**config.mk**
```make
export PLATFORM = sky130hd
export DESIGN_NAME = sram_arbiter_flat
export DESIGN_NICKNAME = d
export VERILOG_FILES = /design/src/sram_bus_if.sv /design/src/sram_arbiter.sv /design/src/flat_wrapper.sv
export SDC_FILE = /design/constraint.sdc
export NUM_CORES = 1
export LEC_CHECK = 0
export ABC_CLOCK_PERIOD_IN_PS = 1400
export BUFFER_PORTS_ARGS = -buffer_cell sky130_fd_sc_hd__buf_2
export CORE_ASPECT_RATIO = 0.8
export CORE_MARGIN = 8
export CORE_UTILIZATION = 24
export DETAILED_ROUTE_END_ITERATION = 16
export PLACE_DENSITY = 0.85
export SKIP_LAST_GASP = 1
export SYNTH_ARGS = -nofsm -noshare
export SYNTH_HDL_FRONTEND = slang
export SYNTH_SLANG_ARGS = --single-unit
```
**constraint.sdc**
```tcl
create_clock -name clk -period 1.4 [get_ports clk]
set_input_delay 0.14 -clock clk [delete_from_list [all_inputs] [get_ports clk]]
set_output_delay 0.14 -clock clk [all_outputs]
set_load 0.02 [all_outputs]
```
**src/sram_bus_if.sv**
```systemverilog
`timescale 1ns/1ps

// One requester's channel into the shared byte memory
interface sram_bus_if #(
    parameter int ADDR_W = 21
);
    logic              req;
    logic              we;
    logic [ADDR_W-1:0] addr;
    logic [7:0]        wdata;
    logic              gnt;     // One cycle per accepted access
    logic              rvalid;  // Exactly one cycle after a read grant
    logic [7:0]        rdata;

    modport requester (
        output req, we, addr, wdata,
        input  gnt, rvalid, rdata
    );

    modport arbiter (
        input  req, we, addr, wdata,
        output gnt, rvalid, rdata
    );

endinterface

```
**src/sram_arbiter.sv**
```systemverilog
`timescale 1ns/1ps

module sram_arbiter #(
    parameter int ADDR_W = 21
) (
    input  logic clk,
    input  logic rst_n,
    sram_bus_if.arbiter   cpu,
    sram_bus_if.arbiter   tape,
    sram_bus_if.requester mem
);

    logic              last_tape;  // Last winner was the tape channel
    logic              rsp_tape;   // Read returning this cycle belongs to tape
    logic              pick_tape;
    logic [ADDR_W-1:0] win_addr;

    // Alternate only on contention
    assign pick_tape = (cpu.req && tape.req) ? !last_tape : tape.req;

    always_comb begin
        if (pick_tape) begin
            win_addr  = tape.addr;
            mem.we    = tape.we;
            mem.wdata = tape.wdata;
        end else begin
            win_addr  = cpu.addr;
            mem.we    = cpu.we;
            mem.wdata = cpu.wdata;
        end
    end

    assign mem.req  = cpu.req || tape.req;
    assign mem.addr = win_addr;

    assign cpu.gnt  = mem.gnt && cpu.req && !pick_tape;
    assign tape.gnt = mem.gnt && tape.req && pick_tape;

    assign cpu.rvalid  = mem.rvalid && !rsp_tape;
    assign tape.rvalid = mem.rvalid && rsp_tape;
    assign cpu.rdata   = mem.rdata;
    assign tape.rdata  = mem.rdata;

    always_ff @(posedge clk) begin
        if (!rst_n) begin
            last_tape <= 1'b1;  // Register port wins first
            rsp_tape  <= 1'b0;
        end else begin
            if (mem.gnt) begin
                last_tape <= pick_tape;
            end
            rsp_tape <= pick_tape;
        end
    end

    // A request that loses once wins the next cycle
    a_cpu_served: assert property (@(posedge clk) disable iff (!rst_n)
        cpu.req && !cpu.gnt |=> cpu.gnt)
        else $error("register port request starved");

    a_tape_served: assert property (@(posedge clk) disable iff (!rst_n)
        tape.req && !tape.gnt |=> tape.gnt)
        else $error("fetch request starved");

endmodule

```
**src/flat_wrapper.sv**
```systemverilog
// flat-port wrapper written by rule: the top's interface ports become plain ports
module sram_arbiter_flat 
#(
    parameter int ADDR_W = 21
)
  (clk, rst_n, cpu_req, cpu_we, cpu_addr, cpu_wdata, cpu_gnt, cpu_rvalid, cpu_rdata, tape_req, tape_we, tape_addr, tape_wdata, tape_gnt, tape_rvalid, tape_rdata, mem_req, mem_we, mem_addr, mem_wdata, mem_gnt, mem_rvalid, mem_rdata);
  sram_bus_if #(.ADDR_W(ADDR_W)) cpu_i ();
  sram_bus_if #(.ADDR_W(ADDR_W)) tape_i ();
  sram_bus_if #(.ADDR_W(ADDR_W)) mem_i ();
  input  logic clk;
  input  logic rst_n;
  input wire logic [$bits(cpu_i.req)-1:0] cpu_req;
  input wire logic [$bits(cpu_i.we)-1:0] cpu_we;
  input wire logic [$bits(cpu_i.addr)-1:0] cpu_addr;
  input wire logic [$bits(cpu_i.wdata)-1:0] cpu_wdata;
  output wire logic [$bits(cpu_i.gnt)-1:0] cpu_gnt;
  output wire logic [$bits(cpu_i.rvalid)-1:0] cpu_rvalid;
  output wire logic [$bits(cpu_i.rdata)-1:0] cpu_rdata;
  input wire logic [$bits(tape_i.req)-1:0] tape_req;
  input wire logic [$bits(tape_i.we)-1:0] tape_we;
  input wire logic [$bits(tape_i.addr)-1:0] tape_addr;
  input wire logic [$bits(tape_i.wdata)-1:0] tape_wdata;
  output wire logic [$bits(tape_i.gnt)-1:0] tape_gnt;
  output wire logic [$bits(tape_i.rvalid)-1:0] tape_rvalid;
  output wire logic [$bits(tape_i.rdata)-1:0] tape_rdata;
  output wire logic [$bits(mem_i.req)-1:0] mem_req;
  output wire logic [$bits(mem_i.we)-1:0] mem_we;
  output wire logic [$bits(mem_i.addr)-1:0] mem_addr;
  output wire logic [$bits(mem_i.wdata)-1:0] mem_wdata;
  input wire logic [$bits(mem_i.gnt)-1:0] mem_gnt;
  input wire logic [$bits(mem_i.rvalid)-1:0] mem_rvalid;
  input wire logic [$bits(mem_i.rdata)-1:0] mem_rdata;
  assign cpu_i.req = cpu_req;
  assign cpu_i.we = cpu_we;
  assign cpu_i.addr = cpu_addr;
  assign cpu_i.wdata = cpu_wdata;
  assign cpu_gnt = cpu_i.gnt;
  assign cpu_rvalid = cpu_i.rvalid;
  assign cpu_rdata = cpu_i.rdata;
  assign tape_i.req = tape_req;
  assign tape_i.we = tape_we;
  assign tape_i.addr = tape_addr;
  assign tape_i.wdata = tape_wdata;
  assign tape_gnt = tape_i.gnt;
  assign tape_rvalid = tape_i.rvalid;
  assign tape_rdata = tape_i.rdata;
  assign mem_req = mem_i.req;
  assign mem_we = mem_i.we;
  assign mem_addr = mem_i.addr;
  assign mem_wdata = mem_i.wdata;
  assign mem_i.gnt = mem_gnt;
  assign mem_i.rvalid = mem_rvalid;
  assign mem_i.rdata = mem_rdata;
  sram_arbiter #(.ADDR_W(ADDR_W)) u_core (.clk(clk), .rst_n(rst_n), .cpu(cpu_i), .tape(tape_i), .mem(mem_i));
endmodule
```
==> flow_summary.yaml <==
floorplanning:
  core_um2: 2440
  dieArea_um2: 4440
  row_count: 16
  die_w_um: 72.5
  initial_core_util_pct: 25.1
  io_pins: 125
  fp.dieH_um: 61.2
sta:
  rsz0062_at_grt: "yes"
  fin_skew_ns: 0.000799
  period_needed_ns: 1.63
  hold_viol: 0
  setup_ws_ns: -0.231
  slew_headroom_pct: 87.4
  worst_pin_slew_ns: 0.189
  fmaxAchievable_mhz: 613
  fin_crit_sh_pct: 116
  fin_hold_ws_ns: 0.152
  finalMaxSlewViolations: 0
  finalSetupViolCount: 30
power_and_ir_drop:
  power_density_nw_per_um2: 576
  p_leak_nw: 0.654
  vdd_drop_max_mv: 0.410
  total_power_w: 0.000670
placed_design:
  hpwl_um: 2570
  numPortBuffers: 100
  gp_congestion: 0.780
  dp.cells: 182
setup_path:
  cp-start-kind: "flip-flop"
  worstPathArrival_ns: 1.49
  crit_slowest_cell: "mux2_2"
  worstReg2RegStart: "u_core.last_tape"
  slowest_delay_ns: 0.34
  cpLargestDelayFamily: "buffers and inverters"
  crit_path_end: "mem_addr[7]"
  worstPathCellList: "a21boi_4 -> buf_12 -> buf_12 -> mux2_2 -> buf_2"
  cp_max_fo: 5
  cp.depth: 5
  crit_top_cell: "buf_12"
  critical_path_class: "flip-flop to output port"
  crit_path_end_kind: "output port"
  r2r-end: "u_core.last_tape"
  critPathRequiredTime_ns: 1.26
  cp-startpoint: "u_core.last_tape"
  reg2reg_slack_ns: 0.41
  critPathBufInv: 3
  reg2reg_depth: 3
cells_and_area:
  diodes: 0
  finalNonFillerCells: 187
  layout-drive-gt1-share_pct: 92.1
  nNetsFinal: 227
  area_growth_pct: 89.8
  fillCellCount: 251
synthesis:
  synth_most_common_cell: "mux2_2"
  seq_area_frac_synth_pct: 6.53
  synth.area.top_cells: "mux2_2, buf_4, dfxtp_1"
  synth_area_leader_cell: "mux2_2"
  synth_seq_cells: 2
  synth_edf_count: 0
  syn_nets: 137
  synth_cell_types: 13
  yosysTopAreaCellShare_pct: 53.3
  synth_cells: 63
  synth.avg_cell_area_um2: 9.73
  synth_flop_cell: "dfxtp_1"
  synth_area_um2: 613
  synth_commonest_cells: "mux2_2, buf_4, and2_1, buf_6"
  synth_warnings: 0
  ys_async_sr_fraction_pct: 0
clocking:
  tritoncts: "yes"
  root_buffer: "clkbuf_4"
  cts_hold_buf: 0
  path_clk_slew_ns: 0.03
  cts_sinks: 2
  clockBufferDepth: 2
  htree_levels: 1
  clk_latency_ns: 0.22
  numCtsBuffers: 3
routing:
  drt-pass1-iter-count: 2
  routed_via_density: 4.16
  wl_um: 2950
  drc_errors: 0
  drt_iter0_markers: 24
  wl_per_cell_um: 15.8
  ant_nets: 0
  via_count: 777
global_routing:
  grt_use_total_pct: 11.9
  grt_pass1_wl_um: 4080
  grt_overflow: 0
  first_global_vias: 883
  antenna_found_initial: 0
  grt_max_degree: 24
min_path:
  hold_class: "input port to flip-flop"
  min_from: "rst_n"
status:
  failed_checks: "negative setup slack"
  status: "finished, violations left"
job:
  max-cap-violations: 0
-- power by group --
group / total [W] / switching (W) / internal, W / leakage [nW]
sequential: 0.0000653 / 0.00000347 / 0.0000619 / 0.0164
combinational: 0.000480 / 0.000227 / 0.000253 / 0.624
clock: 0.000125 / 0.0000303 / 0.0000943 / 0.0138
total: 0.000670 / 0.000261 / 0.000409 / 0.654
-- repair_timing --
item                       CTS  global route
resized for setup            0            16
cloned                       0             1
pin swaps                    0             0
buffers inserted             0             1
setup endpoints to repair   30            31
-- state kept, by name, indices dropped and copies added (netlist names) --
register,cells
u_core.rsp_tape,1
u_core.last_tape,1
-- worst min path at each step --
stage	endpoint	slack, ns	cells after the start
after CTS	u_core.rsp_tape	0.15	2
after global routing	u_core.rsp_tape	0.16	2
after floorplan	u_core.last_tape	0.26	1
after global placement	tape_rdata[0]	0.28	0
after detailed placement	tape_rdata[0]	0.28	0
final	u_core.rsp_tape	0.15	2
-- kinds of logic (layout without fill, tap and decap cells) --
family	count (synthesis)	after routing	share of synthesized area, %
muxes	30	30	55.1
and+or+nand+nor	7	7	6.73
DFF	2	2	6.53
buffers and inverters	21	109	26.3
AOI/OAI and AO/OA	3	3	5.31
-- layout make-up --
class	count	area (um2)	area share, %
Tap cell	36	45.0	3.87
Multi-Input combinational cell	40	430	37.0
Clock buffer	3	22.5	1.94
Timing Repair Buffer	104	617	53.0
Sequential cell	2	41.3	3.55
Inverter	2	7.51	0.645
-- layout by cell type (no fill, tap or decap), types with 2 or more instances in the layout --
| cell | instances |
|---|---|
| clkbuf_4 | 3 |
| inv_1 | 2 |
| and2_1 | 3 |
| nor2b_1 | 2 |
| buf_2 | 95 |
| buf_12 | 3 |
| buf_6 | 5 |
| mux2_4 | 5 |
| mux2_2 | 24 |
-- metrics by stage --
step | TNS (ns) | instance area [um2] | worst slack [ns] | utilization, %
floorplan | 0 | 613 | 0.140 | -
global placement | 0 | 1040 | 0.0365 | 42.8
detailed placement | 0 | 1040 | 0.0223 | 42.8
CTS | -5.65 | 1070 | -0.218 | 43.7
global route | -6.80 | 1160 | -0.261 | 47.6
finish | -5.67 | 1160 | -0.231 | 47.6
-- per-layer routing --
metal,GRT usage (%),up-vias,share of wire (%)
met5,0,-,0
met3,4.88,2,9.1
met4,5.68,0,0.64
met1,11.5,355,36
li1,-,378,-
met2,22.0,42,54
Power figures use the tool's default switching activity.
