### src/tape_deck_pkg.sv
package tape_deck_pkg;

    // ------------------------------------------------------------------------
    // Register port
    // ------------------------------------------------------------------------
    typedef logic [7:0] reg_addr_t;

    localparam reg_addr_t REG_SRAM_ADDR     = 8'hFB;  // Shifts in one address byte
    localparam reg_addr_t REG_SRAM_DATA_INC = 8'hFC;  // Data, address advances
    localparam reg_addr_t REG_SRAM_DATA     = 8'hFD;  // Data, address holds

    // ------------------------------------------------------------------------
    // Tape image format
    // ------------------------------------------------------------------------
    localparam logic [7:0] TAG_PULSE = 8'h50;
    localparam logic [7:0] TAG_PAUSE = 8'h57;
    localparam logic [7:0] TAG_STOP  = 8'h53;

    // Pulse words: flag bit on top, fifteen value bits below
    localparam int WORD_W = 16;

    typedef logic [31:0] dur_t;  // T-states

    typedef enum logic [3:0] {
        ST_IDLE,        // Fully stopped, next play rewinds
        ST_TAG,
        ST_LEN,
        ST_SKIP,        // Drops the rest of a block body
        ST_PAUSE_DUR,
        ST_PAUSE_HOLD,
        ST_PULSE_W0,    // Count or duration word
        ST_PULSE_DUR,
        ST_PULSE_EXT,   // Low half of a 31-bit duration
        ST_PULSE_HOLD
    } player_state_e;

endpackage

### src/sram_bus_if.sv
`timescale 1ns/1ps

// One requester's channel into the shared byte memory
interface sram_bus_if #(
    parameter int ADDR_W = 21
);
    logic              req;
    logic              we;
    logic [ADDR_W-1:0] addr;
    logic [7:0]        wdata;
    logic              gnt;     // One cycle per accepted access
    logic              rvalid;  // Exactly one cycle after a read grant
    logic [7:0]        rdata;

    modport requester (
        output req, we, addr, wdata,
        input  gnt, rvalid, rdata
    );

    modport arbiter (
        input  req, we, addr, wdata,
        output gnt, rvalid, rdata
    );

endinterface

### src/reg_port.sv
`timescale 1ns/1ps

module reg_port import tape_deck_pkg::*; #(
    parameter int ADDR_W = 21
) (
    input  logic      clk,
    input  logic      rst_n,
    input  reg_addr_t reg_addr,
    input  logic      reg_rd,
    input  logic      reg_wr,
    input  logic [7:0] reg_wdata,
    output logic [7:0] reg_rdata,
    output logic      reg_ack,
    sram_bus_if.requester bus
);

    logic [ADDR_W-1:0] addr_q;
    logic              pend;     // Waiting for a grant
    logic              wait_rd;  // Read granted, data due
    logic              ack_q;
    logic              op_we, op_inc;
    logic [7:0]        wdata_q, rdata_q;
    logic              req_any, is_data, done;

    assign req_any = reg_rd || reg_wr;
    assign is_data = reg_addr == REG_SRAM_DATA || reg_addr == REG_SRAM_DATA_INC;
    assign done    = (bus.gnt && op_we) || bus.rvalid;

    assign bus.req   = pend;
    assign bus.we    = op_we;
    assign bus.addr  = addr_q;
    assign bus.wdata = wdata_q;
    assign reg_rdata = rdata_q;
    assign reg_ack   = ack_q;

    always_ff @(posedge clk) begin
        if (!rst_n) begin
            addr_q  <= '0;
            pend    <= 1'b0;
            wait_rd <= 1'b0;
            ack_q   <= 1'b0;
        end else begin
            ack_q <= done;
            if (bus.gnt) begin
                pend    <= 1'b0;
                wait_rd <= !op_we;
            end
            if (bus.rvalid) begin
                wait_rd <= 1'b0;
            end
            if (done && op_inc) begin
                addr_q <= addr_q + 1'b1;  // Lands with the ack
            end
            if (req_any && is_data) begin
                pend <= 1'b1;
            end else if (req_any) begin
                ack_q <= 1'b1;
                if (reg_wr && reg_addr == REG_SRAM_ADDR) begin
                    addr_q <= {addr_q[ADDR_W-9:0], reg_wdata};  // New byte low
                end
            end
        end
    end

    always_ff @(posedge clk) begin
        if (req_any && is_data) begin
            op_we   <= reg_wr;
            op_inc  <= reg_addr == REG_SRAM_DATA_INC;
            wdata_q <= reg_wdata;
        end
        if (bus.rvalid) begin
            rdata_q <= bus.rdata;
        end
    end

    a_no_overlap: assert property (@(posedge clk) disable iff (!rst_n)
        req_any |-> !(pend || wait_rd))
        else $error("register request while an access is pending");

endmodule

### src/flat_wrapper.sv
// flat-port wrapper written by rule: the top's interface ports become plain ports
module reg_port_flat import tape_deck_pkg::*;
#(
    parameter int ADDR_W = 21
)
  (clk, rst_n, reg_addr, reg_rd, reg_wr, reg_wdata, reg_rdata, reg_ack, bus_req, bus_we, bus_addr, bus_wdata, bus_gnt, bus_rvalid, bus_rdata);
  sram_bus_if #(.ADDR_W(ADDR_W)) bus_i ();
  input  logic clk;
  input  logic rst_n;
  input  reg_addr_t reg_addr;
  input  logic reg_rd;
  input  logic reg_wr;
  input  logic [7:0] reg_wdata;
  output logic [7:0] reg_rdata;
  output logic reg_ack;
  output wire logic [$bits(bus_i.req)-1:0] bus_req;
  output wire logic [$bits(bus_i.we)-1:0] bus_we;
  output wire logic [$bits(bus_i.addr)-1:0] bus_addr;
  output wire logic [$bits(bus_i.wdata)-1:0] bus_wdata;
  input wire logic [$bits(bus_i.gnt)-1:0] bus_gnt;
  input wire logic [$bits(bus_i.rvalid)-1:0] bus_rvalid;
  input wire logic [$bits(bus_i.rdata)-1:0] bus_rdata;
  assign bus_req = bus_i.req;
  assign bus_we = bus_i.we;
  assign bus_addr = bus_i.addr;
  assign bus_wdata = bus_i.wdata;
  assign bus_i.gnt = bus_gnt;
  assign bus_i.rvalid = bus_rvalid;
  assign bus_i.rdata = bus_rdata;
  reg_port #(.ADDR_W(ADDR_W)) u_core (.clk(clk), .rst_n(rst_n), .reg_addr(reg_addr), .reg_rd(reg_rd), .reg_wr(reg_wr), .reg_wdata(reg_wdata), .reg_rdata(reg_rdata), .reg_ack(reg_ack), .bus(bus_i));
endmodule
### config.mk
export PLATFORM = sky130hd
export DESIGN_NAME = reg_port_flat
export DESIGN_NICKNAME = d
export VERILOG_FILES = /design/src/tape_deck_pkg.sv /design/src/sram_bus_if.sv /design/src/reg_port.sv /design/src/flat_wrapper.sv
export SDC_FILE = /design/constraint.sdc
export NUM_CORES = 1
export LEC_CHECK = 0
export ABC_AREA = 1
export BUFFER_PORTS_ARGS = -buffer_cell sky130_fd_sc_hd__buf_2
export CAP_MARGIN = 20
export CORE_ASPECT_RATIO = 1.2
export CORE_MARGIN = 4
export CORE_UTILIZATION = 39
export CTS_BUF_LIST = sky130_fd_sc_hd__clkbuf_16
export DETAILED_ROUTE_END_ITERATION = 10
export GPL_ROUTABILITY_DRIVEN = 1
export PLACE_DENSITY_LB_ADDON = 0.08
export REMOVE_ABC_BUFFERS = 1
export SLEW_MARGIN = 20
export SYNTH_ARGS = -nofsm -noshare
export SYNTH_HDL_FRONTEND = slang
export SYNTH_SLANG_ARGS = --single-unit
### constraint.sdc
create_clock -name clk -period 1.7 [get_ports clk]
set_input_delay 0.255 -clock clk [delete_from_list [all_inputs] [get_ports clk]]
set_output_delay 0.255 -clock clk [all_outputs]
set_load 0.02 [all_outputs]
==> results.sh <==
export IMPL_status="finished, final reports clean"
export IMPL_setup_tns_ps=0
export IMPL_drive_gt1_frac=0.323
export IMPL_clockPowerShare=0.469
export IMPL_cp_slowest_cell="dfxtp_2"
export IMPL_dr_pass1_iters=4
export IMPL_avgRoutedWirePerCell_um=12.6
export IMPL_cts_inserted_buffers=5
export IMPL_grt_max_degree=40
export IMPL_antenna_cells=0
export IMPL_routed_wl_mm=4.96
export IMPL_async_flop_share=0
export IMPL_timing_rr_start="u_core.bus.addr[1]"
export IMPL_yosys_area_top_type="edfxtp_1"
export IMPL_path_class="register to register"
export IMPL_timing_hold_violations_final=0
export IMPL_vdd_drop_max_mv=0.599
export IMPL_skew_ps=4.17
export IMPL_ff2ff_path_depth=10
export IMPL_final_nets=361
export IMPL_grt_first_pass_wirelength_mm=8.42
export IMPL_clkTransAtPathRegs_ps=60
export IMPL_maxCapViolations=0
export IMPL_seq_area_um2=1000
export IMPL_slew_headroom=0.728
export IMPL_worst_setup_path_start_kind="register"
export IMPL_seq_power_share=0.459
export IMPL_hp_start="bus_rdata[6]"
export IMPL_yosysSeqAreaShare=0.467
export IMPL_clockBufferDepth=2
export IMPL_viasPerCell=4.80
export IMPL_synth_top_area_share=0.252
export IMPL_port_buffers=69
export IMPL_place_congestion=0.794
export IMPL_final_common_cell="buf_2"
export IMPL_postCtsSetupRepairBufs=0
export IMPL_rsz0062_at_grt="false"
export IMPL_placeableCoreArea_um2=5300
export IMPL_crit_fanout=6
export IMPL_grt_overflow_total=0
export IMPL_period_needed_ps=1420
export IMPL_clock_latency_ps=280
export IMPL_crit_path_end_kind="register"
export IMPL_ys_types=33
export IMPL_hold_path_end="u_core.reg_rdata[6]"
export IMPL_p_int_uw=1820
export IMPL_worstReg2RegEnd="u_core.bus.addr[10]"
export IMPL_combPwrFrac=0.072
export IMPL_final_cells=393
export IMPL_p_switching_uw=513
export IMPL_multi_input_area_um2=906
export IMPL_path_cells="ha_1, inv_1, nor2_2, nand2_1, nor2_4, nand2_2, nand2_1, inv_1, o21bai_1, inv_1"
export IMPL_hold_class="primary input to register"
export IMPL_final_cell_mix="buf_2, nand2_1, inv_1, nand3_1, dfxtp_1"
export IMPL_setup_violations=0
export IMPL_slew_violations=0
export IMPL_ff2ff_setup_slack_ps=280
export IMPL_postCtsHoldBufs=0
export IMPL_yosys_most_used_dff="dfxtp_1"
export IMPL_dpl_hpwl_mm=3.72
export IMPL_drc=0
export IMPL_powerDensity_nw_per_um2=851
export IMPL_p_leak_uw=0.00136
export IMPL_ctsResizeCount=0
export IMPL_drt_iter0_markers=76
export IMPL_start_util=0.405
export IMPL_io_pins=70
export IMPL_rows=29
export IMPL_ys_top_cells_by_area="edfxtp_1, dfxtp_1, inv_1"
export IMPL_clockRootBuffer="clkbuf_16"
export IMPL_antenna_found_initial=0
export IMPL_first_global_vias=1867
export IMPL_synth_seq_cells=41
export IMPL_critical_path_required_ps=1880
export IMPL_die_h_um=89.2
export IMPL_worst_slew_pin_slew_ps=408
export IMPL_synth_area_um2=2140
export IMPL_syn_inst=256
export IMPL_grt_total_usage=0.162
export IMPL_cp_common_cell="inv_1"
export IMPL_max_stage_delay_ps=380
export IMPL_area_growth_pct=27.7
export IMPL_min_path_cells=1
export IMPL_yosys_warnings=0
export IMPL_h_tree_depth=2
export IMPL_critPathLaunch="u_core.bus.addr[1]"
export IMPL_vias=1885
export IMPL_dp_cells=385
export IMPL_fill_cells=541
export IMPL_synth_edf_count=18
export IMPL_cp_arrival_ps=1600
export IMPL_die_x_um=75.7
export IMPL_syn_avg_cell_area_um2=8.38
export IMPL_fmax_mhz=703
export IMPL_antenna_left=0
export IMPL_p_sw_frac=0.220
export IMPL_dieArea_um2=6750
export IMPL_cts_sinks=41
export IMPL_cts_tree="built"
export IMPL_min_period_over_period=0.837
[kinds of logic after synthesis]
kind of cell | share of synthesized area
adders and majority gates | 0.00583
buffers and inverters | 0.111
AOI/OAI and AO/OA | 0.0904
DFF | 0.467
xor gates and xnor gates | 0.0286
and+or+nand+nor | 0.298
[worst max-delay path by stage]
stage / end / slack (ps) / cells past startpoint
finish: u_core.bus.addr[10] / 280 / 10
global route: u_core.bus.addr[10] / 20 / 10
CTS: u_core.bus.addr[10] / 180 / 10
detailed placement: u_core.bus.addr[10] / 190 / 10
global placement: u_core.bus.addr[10] / 200 / 10
floorplan: u_core.bus.addr[10] / 180 / 10
[cell type report]
class | instances | area share
clock buffers | 5 | 0.0457
multi-input cells | 159 | 0.331
clock inverters | 3 | 0.0169
well taps | 62 | 0.0283
flip-flops and latches | 41 | 0.367
repair buffers | 74 | 0.144
inverters | 49 | 0.0672
[synthesized netlist by cell type, types with 2 or more instances]
master / n
nand3_1: 27
clkbuf_1: 2
nor3_2: 3
nand4_1: 12
inv_1: 44
buf_2: 3
edfxtp_1: 18
a21oi_1: 4
nand3b_1: 2
nand2_4: 2
nand2_1: 44
inv_2: 5
xnor2_1: 4
xor2_1: 3
o21ai_1: 5
nor2_4: 5
or2_0: 2
nand2_2: 5
o21bai_1: 5
dfxtp_1: 23
nor2_1: 10
o21ai_0: 15
a31oi_1: 3
[metal layers]
metal  track usage  vias up  routed length [um]
met5             0        -                   0
met4        0.0541        0                  31
met3        0.0427        2                 325
met2         0.293       44                2560
met1         0.182      853                2040
li1              -      986                   -
[power by group through the flow]
stage / sequential [uW] / combinational, uW / clock (uW)
final: 1070 / 168 / 1090
after global routing: 1070 / 188 / 1170
after CTS: 1070 / 171 / 1120
after detailed placement: 1090 / 171 / 0
after global placement: 1090 / 169 / 0
after floorplan: 1120 / 52.6 / 0
[flip-flops by register name, indices dropped and copies added, names as in the netlist]
| signal | flops |
|---|---|
| u_core.reg_ack | 1 |
| u_core.bus.we | 1 |
| u_core.op_inc | 1 |
| u_core.bus.addr | 21 |
| u_core.bus.wdata | 8 |
| u_core.bus.req | 1 |
| u_core.reg_rdata | 8 |
[critical path: cells and delay by family (launching register included)]
| family | cells | cell delay (ps) |
|---|---|---|
| fa+ha+maj | 1 | 160 |
| buf+inv | 3 | 130 |
| compound gates | 1 | 120 |
| flops | 1 | 380 |
| simple gates | 5 | 530 |
[metrics by stage]
stage	util	setup WS, ps	cell area, um^2	total power (uW)	hold slack, ps
after floorplan	-	180	2090	1180	354
after global placement	0.484	198	2560	1260	431
after CTS	0.516	179	2740	2360	138
final	0.517	277	2740	2330	142
after global routing	0.517	24.8	2740	2430	138
after detailed placement	0.484	189	2560	1260	434
No activity file was read; power rests on OpenSTA's default activity.
