File: config.mk
export PLATFORM = sky130hd
export DESIGN_NAME = pzx_fetch_flat
export DESIGN_NICKNAME = d
export VERILOG_FILES = /design/src/sram_bus_if.sv /design/src/pzx_stream_if.sv /design/src/pzx_fetch.sv /design/src/flat_wrapper.sv
export SDC_FILE = /design/constraint.sdc
export NUM_CORES = 1
export LEC_CHECK = 0
export BUFFER_PORTS_ARGS = -buffer_cell sky130_fd_sc_hd__buf_2
export CELL_PAD_IN_SITES_DETAIL_PLACEMENT = 1
export CELL_PAD_IN_SITES_GLOBAL_PLACEMENT = 1
export CORE_ASPECT_RATIO = 0.7
export CORE_MARGIN = 2
export CORE_UTILIZATION = 35
export DETAILED_ROUTE_END_ITERATION = 6
export HOLD_SLACK_MARGIN = 0.12
export PLACE_DENSITY_LB_ADDON = 0.1
export SETUP_SLACK_MARGIN = 0.5
export SYNTH_ARGS = -nofsm -noshare
export SYNTH_HDL_FRONTEND = slang
export SYNTH_SLANG_ARGS = --single-unit
File: constraint.sdc
create_clock -name clk -period 3.1 [get_ports clk]
set_input_delay 0.155 -clock clk [delete_from_list [all_inputs] [get_ports clk]]
set_output_delay 0.155 -clock clk [all_outputs]
set_load 0.005 [all_outputs]
File: src/sram_bus_if.sv
`timescale 1ns/1ps

// One requester's channel into the shared byte memory
interface sram_bus_if #(
    parameter int ADDR_W = 21
);
    logic              req;
    logic              we;
    logic [ADDR_W-1:0] addr;
    logic [7:0]        wdata;
    logic              gnt;     // One cycle per accepted access
    logic              rvalid;  // Exactly one cycle after a read grant
    logic [7:0]        rdata;

    modport requester (
        output req, we, addr, wdata,
        input  gnt, rvalid, rdata
    );

    modport arbiter (
        input  req, we, addr, wdata,
        output gnt, rvalid, rdata
    );

endinterface

File: src/pzx_stream_if.sv
`timescale 1ns/1ps

// Byte stream from the fetcher to the player
interface pzx_stream_if #(
    parameter int ADDR_W = 21
);
    logic              valid;    // Buffer head holds a byte
    logic [7:0]        data;
    logic              take;     // Sink pops the head
    logic              restart;  // Flush and move the fetch pointer
    logic [ADDR_W-1:0] restart_addr;

    modport source (
        output valid, data,
        input  take, restart, restart_addr
    );

    modport sink (
        input  valid, data,
        output take, restart, restart_addr
    );

endinterface

File: src/pzx_fetch.sv
`timescale 1ns/1ps

module pzx_fetch #(
    parameter int ADDR_W      = 21,
    parameter int FETCH_DEPTH = 4
) (
    input  logic clk,
    input  logic rst_n,
    sram_bus_if.requester bus,
    pzx_stream_if.source  strm
);

    localparam int CNT_W = $clog2(FETCH_DEPTH + 1);
    localparam int PTR_W = (FETCH_DEPTH > 1) ? $clog2(FETCH_DEPTH) : 1;

    logic [ADDR_W-1:0] fptr;
    logic [CNT_W-1:0]  credits;
    logic [CNT_W-1:0]  count;
    logic [CNT_W-1:0]  drop_cnt;  // Stale reads still to come back
    logic [PTR_W-1:0]  wr_ptr, rd_ptr;
    logic [7:0]        fifo [FETCH_DEPTH];
    logic              push, refund;

    function automatic logic [PTR_W-1:0] ptr_inc(input logic [PTR_W-1:0] p);
        return (p == PTR_W'(FETCH_DEPTH - 1)) ? '0 : p + 1'b1;
    endfunction

    // Reads only, one per credit, quiet in reset
    assign bus.req   = rst_n && credits != '0;
    assign bus.we    = 1'b0;
    assign bus.addr  = fptr;
    assign bus.wdata = '0;

    assign refund = bus.rvalid && (strm.restart || drop_cnt != '0);
    assign push   = bus.rvalid && !refund;

    assign strm.valid = count != '0;
    assign strm.data  = fifo[rd_ptr];

    always_ff @(posedge clk) begin
        if (!rst_n) begin
            fptr     <= '0;
            credits  <= CNT_W'(FETCH_DEPTH);
            count    <= '0;
            drop_cnt <= '0;
            wr_ptr   <= '0;
            rd_ptr   <= '0;
        end else if (strm.restart) begin
            // A read granted now is still out, its credit comes back later
            fptr     <= strm.restart_addr;
            credits  <= CNT_W'(FETCH_DEPTH) - CNT_W'(bus.gnt);
            drop_cnt <= CNT_W'(bus.gnt);
            count    <= '0;
            wr_ptr   <= '0;
            rd_ptr   <= '0;
        end else begin
            if (bus.gnt) begin
                fptr <= fptr + 1'b1;
            end
            credits <= credits - CNT_W'(bus.gnt) + CNT_W'(strm.take) + CNT_W'(refund);
            if (refund) begin
                drop_cnt <= drop_cnt - 1'b1;
            end
            count <= count + CNT_W'(push) - CNT_W'(strm.take);
            if (push) begin
                wr_ptr <= ptr_inc(wr_ptr);
            end
            if (strm.take) begin
                rd_ptr <= ptr_inc(rd_ptr);
            end
        end
    end

    always_ff @(posedge clk) begin
        if (push) begin
            fifo[wr_ptr] <= bus.rdata;
        end
    end

    a_credit_max: assert property (@(posedge clk) disable iff (!rst_n)
        credits <= CNT_W'(FETCH_DEPTH))
        else $error("fetch credits above buffer depth");

endmodule

File: src/flat_wrapper.sv
// flat-port wrapper written by rule: the top's interface ports become plain ports
module pzx_fetch_flat 
#(
    parameter int ADDR_W      = 21,
    parameter int FETCH_DEPTH = 4
)
  (clk, rst_n, bus_req, bus_we, bus_addr, bus_wdata, bus_gnt, bus_rvalid, bus_rdata, strm_valid, strm_data, strm_take, strm_restart, strm_restart_addr);
  sram_bus_if #(.ADDR_W(ADDR_W)) bus_i ();
  pzx_stream_if #(.ADDR_W(ADDR_W)) strm_i ();
  input  logic clk;
  input  logic rst_n;
  output wire logic [$bits(bus_i.req)-1:0] bus_req;
  output wire logic [$bits(bus_i.we)-1:0] bus_we;
  output wire logic [$bits(bus_i.addr)-1:0] bus_addr;
  output wire logic [$bits(bus_i.wdata)-1:0] bus_wdata;
  input wire logic [$bits(bus_i.gnt)-1:0] bus_gnt;
  input wire logic [$bits(bus_i.rvalid)-1:0] bus_rvalid;
  input wire logic [$bits(bus_i.rdata)-1:0] bus_rdata;
  output wire logic [$bits(strm_i.valid)-1:0] strm_valid;
  output wire logic [$bits(strm_i.data)-1:0] strm_data;
  input wire logic [$bits(strm_i.take)-1:0] strm_take;
  input wire logic [$bits(strm_i.restart)-1:0] strm_restart;
  input wire logic [$bits(strm_i.restart_addr)-1:0] strm_restart_addr;
  assign bus_req = bus_i.req;
  assign bus_we = bus_i.we;
  assign bus_addr = bus_i.addr;
  assign bus_wdata = bus_i.wdata;
  assign bus_i.gnt = bus_gnt;
  assign bus_i.rvalid = bus_rvalid;
  assign bus_i.rdata = bus_rdata;
  assign strm_valid = strm_i.valid;
  assign strm_data = strm_i.data;
  assign strm_i.take = strm_take;
  assign strm_i.restart = strm_restart;
  assign strm_i.restart_addr = strm_restart_addr;
  pzx_fetch #(.ADDR_W(ADDR_W), .FETCH_DEPTH(FETCH_DEPTH)) u_core (.clk(clk), .rst_n(rst_n), .bus(bus_i), .strm(strm_i));
endmodule
==> flow_metrics.tcl <==
set metrics [dict create \
    place_hpwl_mm 5.25 \
    floorplan.io_pins 75 \
    drt_first_pass_iters 4 \
    syn_inst 281 \
    worstPathRequired_ns 3.30 \
    track_usage_pct 16.4 \
    power_leakage_nw 1.59 \
    wire_length_of_the_first_global_routing_pass_mm 12.6 \
    fin_skew_ns 0.00349 \
    routed_wl_mm 7.54 \
    crit_slowest_cell "sky130_fd_sc_hd__fa_2" \
    post_route_cells_drive_above_1_share_pct 29.6 \
    timing.critical_path.mode_cell "sky130_fd_sc_hd__inv_2" \
    share_of_synthesized_flip_flops_with_an_asynchronous_set_or_reset_pct 0 \
    drc 0 \
    place.port_buffers 65 \
    critical_path.max_stage_delay_ns 0.37 \
    yosys_warnings 0 \
    dieArea_um2 9810 \
    area_growth_pct 31.0 \
    layoutNonFillerInstCount 495 \
    source_to_sink_clock_delay_at_the_later_pin_of_the_worst_skew_pair_ns 0.32 \
    final_routed_wire_length_divided_by_cell_count_um 15.2 \
    regArea_um2 1680 \
    final_period_minus_worst_setup_slack_ns 2.51 \
    drv.max_cap_violation_count 0 \
    clock.fmax_mhz 398 \
    timing.critical_path.from_type "flop" \
    worst-path-max-fanout 2 \
    multi_input_comb_area_um2 1360 \
    min-delay-path-class "in2reg" \
    nFillCells 971 \
    antenna_cells 0 \
    cts_buffer_count 9 \
    grt_remaining_overflow 0 \
    seq_area_frac_synth_pct 53.3 \
    dr_total_vias 2346 \
    drt.antenna.violating_nets 0 \
    detail_route.iter0.violations 78 \
    initial_standard_cell_utilization_of_the_core_pct 36.6 \
    fin_setup_tns_ns 0 \
    chipHeight_um 83.5 \
    syn_area_per_cell_um2 11.2 \
    clock-root-buffer "sky130_fd_sc_hd__clkbuf_16" \
    post-place-cells 455 \
    netlist-cell-type-count 43 \
    clkSlewWorstSetupHoldPaths_ns 0.06 \
    cp_cell_sequence "inv_2 -> ha_4 -> nor3b_4 -> nor2b_2 -> inv_2 -> ha_4 -> inv_2 -> fa_2 -> fa_2 -> xor2_1 -> xnor2_1 -> o21ai_1 -> nand2_1" \
    gpl.final_weighted_congestion 0.744 \
    end_kind "flop" \
    crit_family "adder cells" \
    grt_start_max_net_pins 28 \
    run_status "finished clean" \
    timing.critical_path.arrival_ns 2.71 \
    max_slew.worst_pin.slew_ns 0.670 \
    post-route-util_pct 48.0 \
    placeableCoreArea_um2 8620 \
    postSynth.topFlopCell "sky130_fd_sc_hd__dfxtp_1" \
    chipWidth_um 118 \
    finalHoldWorstSlack_ns 0.133 \
    number_of_enable_flip_flop_cells_after_synthesis 32 \
    max-vdd-ir-drop_mv 0.375 \
    timing_worst_setup_path_type "reg2reg" \
    cts_buffer_depth 2 \
    final_max_slew_viol_count 0 \
    timing.critical_path.buf_inv 3 \
    finalPower_mw 2.26 \
    layout.nets 419 \
    grt_pass1_vias 2388 \
    grt_setup_unrepaired "true" \
    worst_slew_margin_rel_pct 54.9 \
    cts_tree "built" \
    vias_per_cell 4.74 \
    grt_antenna_before_repair 0 \
    ctsHtreeMaxLevel 3 \
    synthesis_stage_register_bit_count 68 \
    clkSinkCount 68 \
    setup_viol_count_final 0 \
    fraction_of_the_cycle_the_final_worst_path_needs_pct 81.1 \
    p_per_area_nw_per_um2 547 \
    row_count 28 \
    hold_viol_final 0 \
    syn-cell-area_um2 3160 \
]
## path summary, 6_finish.rpt
check | from | end | slack, ns | depth (start not counted)
worst max-delay path | u_core.drop_cnt[0] | u_core.credits[2] | 0.59 | 13
worst min-delay path | strm_restart_addr[17] | u_core.bus.addr[17] | 0.13 | 3
worst max register to register | u_core.drop_cnt[0] | u_core.credits[2] | 0.59 | 13
worst min register to register | u_core.bus.addr[17] | u_core.bus.addr[17] | 0.53 | 2
## sequential cells by signal (all words and copies together), names as in the netlist, named ones only
signal	count
u_core.drop_cnt	3
u_core.rd_ptr	2
u_core.bus.addr	21
u_core.fifo	32
u_core.credits	3
u_core.count	3
u_core.wr_ptr	2
## repair_timing
| action | in CTS | in global routing |
|---|---|---|
| hold buffers | 20 | 0 |
| endpoints found under the hold margin | 44 | 0 |
| setup buffers | 1 | 3 |
| endpoints found under the setup margin | 2 | 2 |
| pin swaps | 0 | 5 |
| resized for setup | 2 | 12 |
## cell families (layout without fill, tap and decap cells)
logic type	after synthesis	after routing	synth area share, %
simple gates	76	76	13.4
buf+inv	41	127	5.98
flops	68	68	53.3
fa+ha+maj	14	14	6.26
xor+xnor	20	20	5.55
other cells	1	9	0.119
compound gates	51	51	9.12
mux	10	10	6.34
## placed cells by master (no fill, tap or decap), types with 2 or more instances in the layout
cell and count:
sky130_fd_sc_hd__a21boi_0 2, sky130_fd_sc_hd__a21oi_1 15, sky130_fd_sc_hd__a31oi_1 5, sky130_fd_sc_hd__and2_1 8
sky130_fd_sc_hd__buf_2 65, sky130_fd_sc_hd__buf_4 6, sky130_fd_sc_hd__clkbuf_16 9, sky130_fd_sc_hd__clkinv_2 2
sky130_fd_sc_hd__clkinv_4 2, sky130_fd_sc_hd__conb_1 9, sky130_fd_sc_hd__dfxtp_1 34, sky130_fd_sc_hd__dfxtp_2 2
sky130_fd_sc_hd__dlygate4sd3_1 20, sky130_fd_sc_hd__edfxtp_1 32, sky130_fd_sc_hd__fa_2 2, sky130_fd_sc_hd__ha_1 9
sky130_fd_sc_hd__ha_4 2, sky130_fd_sc_hd__inv_1 15, sky130_fd_sc_hd__inv_2 4, sky130_fd_sc_hd__mux2i_1 2
sky130_fd_sc_hd__mux4_2 8, sky130_fd_sc_hd__nand2_1 15, sky130_fd_sc_hd__nand2b_1 3, sky130_fd_sc_hd__nand3_1 4
sky130_fd_sc_hd__nand4_1 6, sky130_fd_sc_hd__nor2_1 15, sky130_fd_sc_hd__nor3_1 6, sky130_fd_sc_hd__nor4_1 6
sky130_fd_sc_hd__o21ai_0 22, sky130_fd_sc_hd__or3_1 3, sky130_fd_sc_hd__xnor2_1 16, sky130_fd_sc_hd__xor2_1 4
## metrics by stage
step	area [µm²]	worst slack, ns
CTS	4070	0.505
floorplan	3190	0.527
detailed placement	3570	0.319
global route	4130	0.456
finish	4130	0.586
global placement	3570	0.386
## layout make-up
type                       instances  share of cell area (%)
sequential                        68                    40.7
multi-input combinational        180                    32.9
timing repair buffer              91                    13.8
clock buffer                      10                    5.54
tap                              120                    3.63
inverter                          20                    1.82
clock inverter                     6                    1.57
## report_power, final
group | internal [mW] | switching (mW)
Combinational | 0.133 | 0.117
Sequential | 0.978 | 0.0411
Clock | 0.622 | 0.370
Total | 1.73 | 0.528
## per-layer routing
| metal | GRT usage (%) | up-vias | routed length (µm) |
|---|---|---|---|
| li1 | - | 1168 | - |
| met1 | 23.3 | 1127 | 3850 |
| met2 | 24.7 | 43 | 3340 |
| met3 | 4.03 | 8 | 278 |
| met4 | 4.93 | 0 | 73 |
| met5 | 0 | - | 0 |
## synth_stat cells (2+ instances only)
master / count / area, µm²
sky130_fd_sc_hd__dfxtp_1: 36 / 721
sky130_fd_sc_hd__edfxtp_1: 32 / 961
sky130_fd_sc_hd__o21ai_0: 23 / 115
sky130_fd_sc_hd__inv_1: 19 / 71.3
sky130_fd_sc_hd__xnor2_1: 16 / 140
sky130_fd_sc_hd__a21oi_1: 15 / 75.1
sky130_fd_sc_hd__nand2_1: 15 / 56.3
sky130_fd_sc_hd__nor2_1: 15 / 56.3
sky130_fd_sc_hd__ha_1: 11 / 138
sky130_fd_sc_hd__clkbuf_1: 10 / 37.5
sky130_fd_sc_hd__buf_4: 9 / 67.6
sky130_fd_sc_hd__and2_1: 8 / 50.1
sky130_fd_sc_hd__mux4_2: 8 / 180
sky130_fd_sc_hd__nand4_1: 6 / 37.5
sky130_fd_sc_hd__nor3_1: 6 / 30.0
sky130_fd_sc_hd__nor4_1: 6 / 37.5
sky130_fd_sc_hd__a31oi_1: 5 / 31.3
sky130_fd_sc_hd__nand3_1: 4 / 20.0
sky130_fd_sc_hd__xor2_1: 4 / 35.0
sky130_fd_sc_hd__fa_1: 3 / 60.1
sky130_fd_sc_hd__nand2b_1: 3 / 18.8
sky130_fd_sc_hd__or3_1: 3 / 18.8
sky130_fd_sc_hd__a21boi_0: 2 / 15.0
sky130_fd_sc_hd__mux2i_1: 2 / 20.0
sky130_fd_sc_hd__nor3b_1: 2 / 15.0
## worst min-delay path, delay by kind of cell
kind	cells	cell delay, ns
AO/OA/AOI/OAI	2	0.18
buffers and inverters	1	0.07
Power figures use the tool's default switching activity.
