===== src/tape_deck_pkg.sv =====
package tape_deck_pkg;

    // ------------------------------------------------------------------------
    // Register port
    // ------------------------------------------------------------------------
    typedef logic [7:0] reg_addr_t;

    localparam reg_addr_t REG_SRAM_ADDR     = 8'hFB;  // Shifts in one address byte
    localparam reg_addr_t REG_SRAM_DATA_INC = 8'hFC;  // Data, address advances
    localparam reg_addr_t REG_SRAM_DATA     = 8'hFD;  // Data, address holds

    // ------------------------------------------------------------------------
    // Tape image format
    // ------------------------------------------------------------------------
    localparam logic [7:0] TAG_PULSE = 8'h50;
    localparam logic [7:0] TAG_PAUSE = 8'h57;
    localparam logic [7:0] TAG_STOP  = 8'h53;

    // Pulse words: flag bit on top, fifteen value bits below
    localparam int WORD_W = 16;

    typedef logic [31:0] dur_t;  // T-states

    typedef enum logic [3:0] {
        ST_IDLE,        // Fully stopped, next play rewinds
        ST_TAG,
        ST_LEN,
        ST_SKIP,        // Drops the rest of a block body
        ST_PAUSE_DUR,
        ST_PAUSE_HOLD,
        ST_PULSE_W0,    // Count or duration word
        ST_PULSE_DUR,
        ST_PULSE_EXT,   // Low half of a 31-bit duration
        ST_PULSE_HOLD
    } player_state_e;

endpackage


===== src/pzx_stream_if.sv =====
`timescale 1ns/1ps

// Byte stream from the fetcher to the player
interface pzx_stream_if #(
    parameter int ADDR_W = 21
);
    logic              valid;    // Buffer head holds a byte
    logic [7:0]        data;
    logic              take;     // Sink pops the head
    logic              restart;  // Flush and move the fetch pointer
    logic [ADDR_W-1:0] restart_addr;

    modport source (
        output valid, data,
        input  take, restart, restart_addr
    );

    modport sink (
        input  valid, data,
        output take, restart, restart_addr
    );

endinterface


===== src/pzx_player.sv =====
`timescale 1ns/1ps

module pzx_player import tape_deck_pkg::*; #(
    parameter int TSTATE_DIV = 8
) (
    input  logic clk,
    input  logic rst_n,
    pzx_stream_if.sink strm,
    input  logic play_in,
    input  logic stop_in,
    output logic pulse_out,
    output logic playing
);

    localparam int DIV_W = (TSTATE_DIV > 1) ? $clog2(TSTATE_DIV) : 1;

    player_state_e     state;
    logic              play_q, stop_q, play_edge, stop_edge;
    logic              restart_q, level;
    logic              step, take, rd_state, last_byte;
    logic              in_hold, tick_last, hold_done;
    logic [1:0]        nb, need_m1;  // Bytes taken in the current field
    logic [7:0]        tag_q;
    logic [31:0]       acc, acc_nx;
    logic [WORD_W-1:0] word_nx;
    dur_t              lblock, dur, tcnt;
    logic [14:0]       rep;
    logic [DIV_W-1:0]  tdiv;

    assign play_edge = play_in && !play_q;
    assign stop_edge = stop_in && !stop_q;
    assign step      = playing && !restart_q && !play_edge && !stop_edge;

    // Little-endian fields collect in the top of acc
    assign acc_nx  = {strm.data, acc[31:8]};
    assign word_nx = acc_nx[31:16];

    always_comb begin
        rd_state = 1'b0;
        need_m1  = 2'd0;
        case (state)
            ST_TAG:       rd_state = 1'b1;
            ST_SKIP:      rd_state = lblock != '0;
            ST_LEN, ST_PAUSE_DUR: begin
                rd_state = 1'b1;
                need_m1  = 2'd3;
            end
            ST_PULSE_W0, ST_PULSE_DUR, ST_PULSE_EXT: begin
                rd_state = state != ST_PULSE_W0 || lblock != '0;
                need_m1  = 2'd1;
            end
            default: ;
        endcase
    end

    assign last_byte = nb == need_m1;
    assign take      = step && rd_state && strm.valid;

    assign in_hold   = state == ST_PAUSE_HOLD || state == ST_PULSE_HOLD;
    assign tick_last = tdiv == DIV_W'(TSTATE_DIV - 1);
    assign hold_done = step && in_hold && tick_last && tcnt == dur - 1;

    assign strm.take         = take;
    assign strm.restart      = restart_q;
    assign strm.restart_addr = '0;
    assign pulse_out         = level;

    // ------------------------------------------------------------------------
    // Play control and block FSM
    // ------------------------------------------------------------------------
    always_ff @(posedge clk) begin
        if (!rst_n) begin
            state     <= ST_IDLE;
            playing   <= 1'b0;
            level     <= 1'b0;
            restart_q <= 1'b0;
            nb        <= 2'd0;
            play_q    <= 1'b0;
            stop_q    <= 1'b0;
        end else begin
            play_q    <= play_in;
            stop_q    <= stop_in;
            restart_q <= 1'b0;
            if (stop_edge) begin
                playing   <= 1'b0;
                state     <= ST_IDLE;
                restart_q <= 1'b1;
            end else if (play_edge) begin
                playing <= !playing;
                if (!playing && state == ST_IDLE) begin  // Rewind to address 0
                    restart_q <= 1'b1;
                    state     <= ST_TAG;
                    level     <= 1'b0;
                    nb        <= 2'd0;
                end
            end else if (step) begin
                if (take) begin
                    nb <= last_byte ? 2'd0 : nb + 2'd1;
                end
                case (state)
                    ST_TAG: if (take) state <= ST_LEN;
                    ST_LEN: begin
                        if (take && last_byte) begin
                            case (tag_q)
                                TAG_PULSE: begin
                                    level <= 1'b0;  // Every pulse block starts low
                                    state <= ST_PULSE_W0;
                                end
                                TAG_PAUSE: state <= ST_PAUSE_DUR;
                                TAG_STOP: begin
                                    playing <= 1'b0;  // Body is skipped on resume
                                    state   <= ST_SKIP;
                                end
                                default: begin
                                    playing   <= 1'b0;
                                    state     <= ST_IDLE;
                                    restart_q <= 1'b1;
                                end
                            endcase
                        end
                    end
                    ST_SKIP: if (lblock == '0) state <= ST_TAG;
                    ST_PAUSE_DUR: begin
                        if (take && last_byte) begin
                            level <= acc_nx[31];
                            state <= ST_PAUSE_HOLD;
                        end
                    end
                    ST_PAUSE_HOLD: if (dur == '0 || hold_done) state <= ST_TAG;
                    ST_PULSE_W0: begin
                        if (lblock == '0) begin
                            state <= ST_TAG;
                        end else if (take && last_byte) begin
                            state <= word_nx[15] ? ST_PULSE_DUR : ST_PULSE_HOLD;
                        end
                    end
                    ST_PULSE_DUR: begin
                        if (take && last_byte) begin
                            state <= word_nx[15] ? ST_PULSE_EXT : ST_PULSE_HOLD;
                        end
                    end
                    ST_PULSE_EXT: if (take && last_byte) state <= ST_PULSE_HOLD;
                    ST_PULSE_HOLD: begin
                        if (rep == '0) begin
                            state <= ST_PULSE_W0;
                        end else if (dur == '0) begin
                            level <= level ^ rep[0];  // Whole run at once
                        end else if (hold_done) begin
                            level <= !level;
                        end
                    end
                    default: state <= ST_IDLE;
                endcase
            end
        end
    end

    // ------------------------------------------------------------------------
    // Field values
    // ------------------------------------------------------------------------
    always_ff @(posedge clk) begin
        if (take) begin
            acc <= acc_nx;
        end
        if (step) begin
            case (state)
                ST_TAG: if (take) tag_q <= strm.data;
                ST_LEN: if (take && last_byte) lblock <= acc_nx;
                ST_SKIP, ST_PULSE_EXT: if (take) lblock <= lblock - 1'b1;
                ST_PAUSE_DUR: if (take && last_byte) dur <= {1'b0, acc_nx[30:0]};
                ST_PULSE_W0: begin
                    if (take) lblock <= lblock - 1'b1;
                    if (take && last_byte) begin
                        if (word_nx[15]) begin
                            rep <= word_nx[14:0];  // Repeat count, duration follows
                        end else begin
                            rep <= 15'd1;
                            dur <= {16'h0, word_nx};
                        end
                    end
                end
                ST_PULSE_DUR: begin
                    if (take) lblock <= lblock - 1'b1;
                    if (take && last_byte) begin
                        if (word_nx[15]) dur <= {1'b0, word_nx[14:0], 16'h0};
                        else dur <= {16'h0, word_nx};
                    end
                end
                ST_PULSE_HOLD: begin
                    if (rep != '0 && dur == '0) rep <= '0;
                    else if (hold_done) rep <= rep - 1'b1;
                end
                default: ;
            endcase
            if (state == ST_PULSE_EXT && take && last_byte) begin
                dur[15:0] <= word_nx;
            end
        end
    end

    // T-state divider and duration count, frozen while paused
    always_ff @(posedge clk) begin
        if (!rst_n) begin
            tdiv <= '0;
            tcnt <= '0;
        end else if (!in_hold || hold_done) begin
            tdiv <= '0;
            tcnt <= '0;
        end else if (step) begin
            if (tick_last) begin
                tdiv <= '0;
                tcnt <= tcnt + 1'b1;
            end else begin
                tdiv <= tdiv + 1'b1;
            end
        end
    end

endmodule


===== src/flat_wrapper.sv =====
// flat-port wrapper written by rule: the top's interface ports become plain ports
module pzx_player_flat import tape_deck_pkg::*;
#(
    parameter int TSTATE_DIV = 8
)
  (clk, rst_n, play_in, stop_in, pulse_out, playing, strm_valid, strm_data, strm_take, strm_restart, strm_restart_addr);
  pzx_stream_if strm_i ();
  input  logic clk;
  input  logic rst_n;
  input  logic play_in;
  input  logic stop_in;
  output logic pulse_out;
  output logic playing;
  input wire logic [$bits(strm_i.valid)-1:0] strm_valid;
  input wire logic [$bits(strm_i.data)-1:0] strm_data;
  output wire logic [$bits(strm_i.take)-1:0] strm_take;
  output wire logic [$bits(strm_i.restart)-1:0] strm_restart;
  output wire logic [$bits(strm_i.restart_addr)-1:0] strm_restart_addr;
  assign strm_i.valid = strm_valid;
  assign strm_i.data = strm_data;
  assign strm_take = strm_i.take;
  assign strm_restart = strm_i.restart;
  assign strm_restart_addr = strm_i.restart_addr;
  pzx_player #(.TSTATE_DIV(TSTATE_DIV)) u_core (.clk(clk), .rst_n(rst_n), .strm(strm_i), .play_in(play_in), .stop_in(stop_in), .pulse_out(pulse_out), .playing(playing));
endmodule

===== config.mk =====
export PLATFORM = sky130hd
export DESIGN_NAME = pzx_player_flat
export DESIGN_NICKNAME = d
export VERILOG_FILES = /design/src/tape_deck_pkg.sv /design/src/pzx_stream_if.sv /design/src/pzx_player.sv /design/src/flat_wrapper.sv
export SDC_FILE = /design/constraint.sdc
export NUM_CORES = 1
export LEC_CHECK = 0
export ABC_AREA = 1
export BUFFER_PORTS_ARGS = -buffer_cell sky130_fd_sc_hd__buf_2
export CAP_MARGIN = 20
export CORE_MARGIN = 2
export CORE_UTILIZATION = 65
export DETAILED_ROUTE_END_ITERATION = 8
export PLACE_DENSITY = 0.83
export SLEW_MARGIN = 25
export SYNTH_ARGS = -nofsm -noshare
export SYNTH_HDL_FRONTEND = slang
export SYNTH_SLANG_ARGS = --single-unit
export TNS_END_PERCENT = 30

===== constraint.sdc =====
create_clock -name clk -period 7.95 [get_ports clk]
set_input_delay 1.59 -clock clk [delete_from_list [all_inputs] [get_ports clk]]
set_output_delay 1.59 -clock clk [all_outputs]
set_load 0.005 [all_outputs]

==> results.txt, run 1 <==
CP Capture Type: primary output
Slew Limit Fails: 0
worst-margin pin slew: 1.04 ns
Max FO, Critical Path: 25
starting density of the core: 66.7%
Syn Inst Count: 1186
row count: 43
Period minus WS final: 5.40 ns
status: completed
count of state elements after synthesis: 156
Final Hold Fails: 0
via/cell ratio: 5.66
Post-CTS Setup Repair Bufs: 0
Core Footprint: 0.0139 mm2
Total GRT Usage: 31.2%
WL final: 22400 um
YS warnings: 0
GPL Wtd Cong: 1.01
most common cell in the netlist: nand2_1
area share of the largest cell type after synthesis: 35.5%
initial DRC count: 688
Initial DRT Pass Iterations: 6
CP Class: primary input to primary output
Die Area: 0.0153 mm2
Fill cells: 1077
final setup TNS: 0 ns
MaxCap Viol Count: 0
mapped cell area: 0.00930 mm2
Area Overhead vs Synth: 8.49%
CTS H-tree lvls: 4
most area-hungry cell type in the Yosys netlist: edfxtp_1
largest net degree at the start of global routing: 37
PostCTS Resize Cnt: 0
Peak VDD IR: 0.196 mV
WHS Endpoint: u_core.acc[19]
async set-reset flop share out of synthesis: 0%
Required @ worst endpoint: 6.36 ns
Clock Latency Late Sink: 0.43 ns
IO Pins: 38
TritonCTS clock tree: yes
Die H: 124 um
Post-CTS Hold Fix Bufs: 0
crit path launch type: primary input
IO Port Bufs: 16
antenna-violating nets left: 0
number of flops mapped to enable cells by yosys: 110
Layout Utilization: 72.4%
RR Endpoint: u_core.rep[9]
CTS root buffer: clkbuf_16
clk buf depth: 2
final worst clock skew: 0.0106 ns
PD cells: 177 mW/mm2
Hold Path Depth: 0
Worst Hold Class: flip-flop to flip-flop
relative slew slack: 30.5%
Final setup viols: 0
leakage power: 3.94 nW
GRT overflow: 0
register area share after synthesis: 45.4%
R2R depth: 11
register-to-register setup slack: 4.44 ns
slowest stage cell on the critical path: inv_1
Mean Syn Cell Area: 7.84 um2
CTS Sinks: 156
RR Startpoint: u_core.dur[0]
RSZ-0062 raised after global routing: false
Residual DRC: 0
Critical Path, Cell by Cell: buf_2 -> nand2_1 -> nand3_4 -> nor2_1 -> nand2_1 -> inv_1 -> buf_2
FMAX: 185 MHz
Period Utilization, post-route: 67.9%
layout cells sized above 1: 7.71%
initial antenna violation count: 0
vias in the first global route: 7451
critical path's largest stage delay: 0.73 ns
clock-pin slew of the registers on the worst-case setup and hold paths: 0.07 ns
Netlist cell types: 48
CTS Buf Count: 17
DIE WIDTH: 124 um
Post-synth top cells: 248 x nand2_1, 207 x nor2_1, 144 x inv_1
Min Hold Slack: 0.448 ns
routed len/inst: 16.0 um
n_diodes: 0
HPWL after DPL: 16300 um
CP arrival: 3.81 ns
first-pass GRT wire length: 36000 um
Final Net Count: 1225
HP Start: u_core.acc[27]
ys flop type: edfxtp_1
vias post-DR: 7913
Synth area leaders: edfxtp_1 36%, nand2_1 10%, dfxtp_1 9.9%, nor2_1 8.4%, inv_1 5.8%
[metrics by stage]
stage               cell area, um2  total power [mW]  instances  setup slack [ns]
floorplan                     9370             0.971       1206              3.60
global placement              9500             0.991       1366              2.68
finish                       10100              1.79       1399              2.55
global route                 10100              1.84       1399              2.41
CTS                          10100              1.79       1398              2.59
detailed placement            9500             0.993       1366              2.60
[flip-flops by register name, indices dropped and copies added (netlist names), 2 cells and up]
name,cells
u_core.tcnt,32
u_core.acc,24
u_core.nb,2
u_core.state,4
u_core.rep,15
u_core.dur,31
u_core.lblock,32
u_core.tag_q,8
u_core.tdiv,3
[worst max path at each step]
| stage | from | to | slack [ns] |
|---|---|---|---|
| floorplan | stop_in | strm_take | 3.60 |
| global placement | play_in | strm_take | 2.68 |
| detailed placement | play_in | strm_take | 2.60 |
| CTS | play_in | strm_take | 2.59 |
| global route | play_in | strm_take | 2.41 |
| finish | play_in | strm_take | 2.55 |
[worst max-delay path: cells and delay by family]
| kind | cells | cell delay, ns |
|---|---|---|
| AND/OR/NAND/NOR | 4 | 1.13 |
| buffers and inverters | 3 | 1.08 |
[final cells by class]
cell class	instances	area, um2	share of cell area (%)
multi-input combinational	860	4380	43.4
timing repair buffer	20	110	1.09
clock inverter	12	138	1.36
tap	180	225	2.23
inverter	151	567	5.62
clock buffer	20	447	4.43
sequential	156	4220	41.9
[logic make-up after synthesis]
kind of cell	count (synthesis)	share of synthesized area, %
xor gates and xnor gates	73	6.88
other	1	0.0403
DFF	156	45.4
and+or+nand+nor	628	30.0
AOI/OAI and AO/OA	132	8.23
buffers and inverters	190	8.65
adders and majority gates	6	0.807
[power by group]
part           switching, mW  internal [mW]  total, mW
Clock                  0.337          0.474      0.811
Combinational         0.0717         0.0290      0.101
Sequential           0.00512          0.872      0.877
Total                  0.413           1.38       1.79
[layout by cell type, fill, tap and decap left out, types with 21 or more instances in the layout]
master | Yosys | routed
edfxtp_1 | 110 | 110
o21ai_0 | 55 | 55
inv_1 | 144 | 144
nand2_1 | 248 | 248
nor2_1 | 207 | 206
a21oi_1 | 28 | 27
xnor2_1 | 23 | 23
nor3_1 | 22 | 22
xor2_1 | 50 | 50
nand4_1 | 21 | 21
nand3_1 | 76 | 76
conb_1 | 1 | 21
dfxtp_1 | 46 | 46
[per-layer routing]
layer  share of wire [%]  track usage [%]  vias up  wire (um)
li1                    -                -     3904          -
met1                  43             39.7     3626       9550
met2                  47             51.9      318      10600
met3                 6.1             5.17       65       1370
met4                 3.8             15.1        0        855
met5                   0                0        -          0
(Power assumes the default switching activity.)
==> run 2, diff against run 1 <==
ABC_AREA = 0   (was 1)
CORE_UTILIZATION = 62   (was 65)
PLACE_DENSITY = 0.8   (was 0.83)
clock period = 5 ns   (was 7.95 ns; I/O delays follow)
==> results.txt, run 2 <==
status: completed
Syn Inst Count: 923
vias in the first global route: 6495
TritonCTS clock tree: yes
vias post-DR: 6887
initial antenna violation count: 1
Required @ worst endpoint: 5.18 ns
Total GRT Usage: 27.9%
most frequent cells in the layout: 122 x nor2_1, 110 x edfxtp_1, 71 x nand2_1, 60 x xnor2_1
cell family with most CP delay: simple AND/OR/NAND/NOR gates
Die H: 124 um
Final Net Count: 944
CTS root buffer: clkbuf_16
critical path's largest stage delay: 0.71 ns
Synth area leaders: edfxtp_1 37%, dfxtp_1 10%, xnor2_1 5.9%, nor2_1 5.2%, xor2_1 4.8%
most area-hungry cell type in the Yosys netlist: edfxtp_1
Die Area: 0.0153 mm2
register area share after synthesis: 47.5%
total power: 2.59 mW
most frequent CP cell: nand2_1
Area Overhead vs Synth: 7.55%
row count: 43
number of flops mapped to enable cells by yosys: 110
simple-gate share of the synthesized area: 24.0%
Fill cells: 1082
CP Class: flip-flop to flip-flop
relative slew slack: 36.8%
most common cell after layout, fill and taps aside: nor2_1
Min Hold Slack: 0.498 ns
WL final: 20100 um
Final setup viols: 0
leakage power: 3.06 nW
final instance area: 0.00956 mm2
slowest stage cell on the critical path: or4_1
CP Capture Type: flip-flop
R2R depth: 9
top flop regs: u_core.lblock x32, u_core.tcnt x32, u_core.dur x31
final worst clock skew: 0.0145 ns
Initial DRT Pass Iterations: 5
PostCTS Resize Cnt: 0
Residual DRC: 0
GPL Wtd Cong: 0.889
initial DRC count: 842
DIE WIDTH: 124 um
largest net degree at the start of global routing: 59
clk buf depth: 2
IO Port Bufs: 16
Post-CTS Hold Fix Bufs: 0
Critical Path Source: u_core.lblock[2]
mapped cell area: 0.00889 mm2
area share of the largest cell type after synthesis: 37.2%
WP depth: 9
RR Endpoint: u_core.dur[12]
Critical Path, Cell by Cell: nor4_1 -> nand4_1 -> or4_1 -> o21a_1 -> buf_4 -> nand2_1 -> or2_2 -> nand2_1 -> a22o_1
Clock Latency Late Sink: 0.44 ns
CTS Buf Count: 17
via/cell ratio: 6.16
Period minus WS final: 3.88 ns
multiplexer share of the synthesized area: 0.690%
first-pass GRT wire length: 32100 um
antenna-violating nets left: 0
Post-Synth XOR/XNOR Area: 10.7%
count of state elements after synthesis: 156
end point of the critical path: u_core.dur[12]
YS warnings: 0
Peak VDD IR: 0.265 mV
Max FO, Critical Path: 32
Post-CTS Setup Repair Bufs: 0
Layout Utilization: 68.6%
CTS Sinks: 156
crit path launch type: flip-flop
CP arrival: 4.05 ns
RR Startpoint: u_core.lblock[2]
Post-synth top cells: 122 x nor2_1, 110 x edfxtp_1, 71 x nand2_1
layout cells sized above 1: 8.22%
async set-reset flop share out of synthesis: 0%
Worst Hold Class: flip-flop to flip-flop
register-to-register setup slack: 1.12 ns
GRT overflow: 0
Period Utilization, post-route: 77.5%
FMAX: 258 MHz
Mean Syn Cell Area: 9.63 um2
post-synthesis compound-gate area fraction: 11.8%
Core Footprint: 0.0139 mm2
ys flop type: edfxtp_1
routed len/inst: 17.9 um
CP Buf/Inv Count: 1
Final Hold Fails: 0
MaxCap Viol Count: 0
RSZ-0062 raised after global routing: false
clock-pin slew of the registers on the worst-case setup and hold paths: 0.06 ns
placed inst area: 0.00902 mm2
worst-margin pin slew: 0.944 ns
HPWL after DPL: 14100 um
Netlist cell types: 75
most common cell in the netlist: nor2_1
starting density of the core: 63.8%
main combinational cell family by area after synthesis: simple AND/OR/NAND/NOR gates
PD cells: 271 mW/mm2
post-synthesis adder-cell area fraction: 0.845%
CTS H-tree lvls: 4
final setup TNS: 0 ns
IO Pins: 38
Slew Limit Fails: 0
## run 2: changes by cell type after synthesis, moves of 13 or more
| cell | previous run | this run |
|---|---|---|
| inv_1 | 144 | 17 |
| nand2_1 | 248 | 71 |
| nand2b_1 | 0 | 16 |
| a22o_1 | 0 | 16 |
| o21ai_0 | 55 | 32 |
| or3_1 | 3 | 17 |
| a21oi_1 | 28 | 49 |
| nor2b_1 | 0 | 13 |
| xnor2_1 | 23 | 60 |
| nand3_1 | 76 | 22 |
| nor2_1 | 207 | 122 |
| clkbuf_1 | 10 | 29 |
| and2_1 | 0 | 21 |
| nor4_1 | 5 | 20 |
## run 2: layout make-up
type | count | area (um2) | share of cell area (%)
multi-input combinational | 710 | 4390 | 45.9
sequential | 156 | 4220 | 44.2
clock buffer | 19 | 433 | 4.53
tap | 180 | 225 | 2.36
timing repair buffer | 23 | 133 | 1.39
clock inverter | 12 | 92.6 | 0.969
inverter | 17 | 63.8 | 0.668
antenna | 1 | 2.50 | 0.0262
## run 2: metrics by stage
step | worst slack [ns] | cells
6_report | 1.12 | 1118
5_1_grt | 0.696 | 1117
4_1_cts | 1.18 | 1117
3_5_place_dp | 1.07 | 1086
3_3_place_gp | 1.21 | 1086
2_1_floorplan | 0.723 | 943
## run 2: how the worst min path moves through the flow
stage	from	end	slack, ns	cells past startpoint
global placement	u_core.tdiv[1]	u_core.tdiv[1]	0.48	2
global route	u_core.acc[18]	u_core.acc[10]	0.52	0
finish	u_core.tdiv[1]	u_core.tdiv[1]	0.50	2
floorplan	u_core.acc[23]	u_core.acc[15]	0.45	0
CTS	u_core.acc[18]	u_core.acc[10]	0.50	0
detailed placement	u_core.acc[18]	u_core.acc[10]	0.48	0
## run 2: routing by layer
metal  vias to the layer above  wire (um)  global-route usage [%]
li1                       3305          -                       -
met1                      3227       8240                    34.3
met2                       289       9560                    45.2
met3                        66       1580                    8.84
met4                         0        682                    12.0
met5                         -          0                       0
## run 2: cell families (layout without fill, tap and decap cells)
kind of cell / after synthesis / count (layout)
and+or+nand+nor: 411 / 411
adders and majority gates: 6 / 6
muxes: 6 / 6
xor gates and xnor gates: 109 / 109
other: 1 / 22
DFF: 156 / 156
buffers and inverters: 77 / 71
AOI/OAI and AO/OA: 157 / 157
## run 2: worst min-delay path: stages (launching register included)
cell and delay (ns):
dfxtp_1 0.33, a21oi_1 0.06, nor2_1 0.07
## run 2: where the power goes
group	switching [mW]	leakage (nW)	internal [mW]	total [mW]
combinational	0.0426	1.45	0.0211	0.0637
clock	0.512	0.246	0.634	1.15
sequential	0.00435	1.36	1.37	1.38
total	0.559	3.06	2.03	2.59
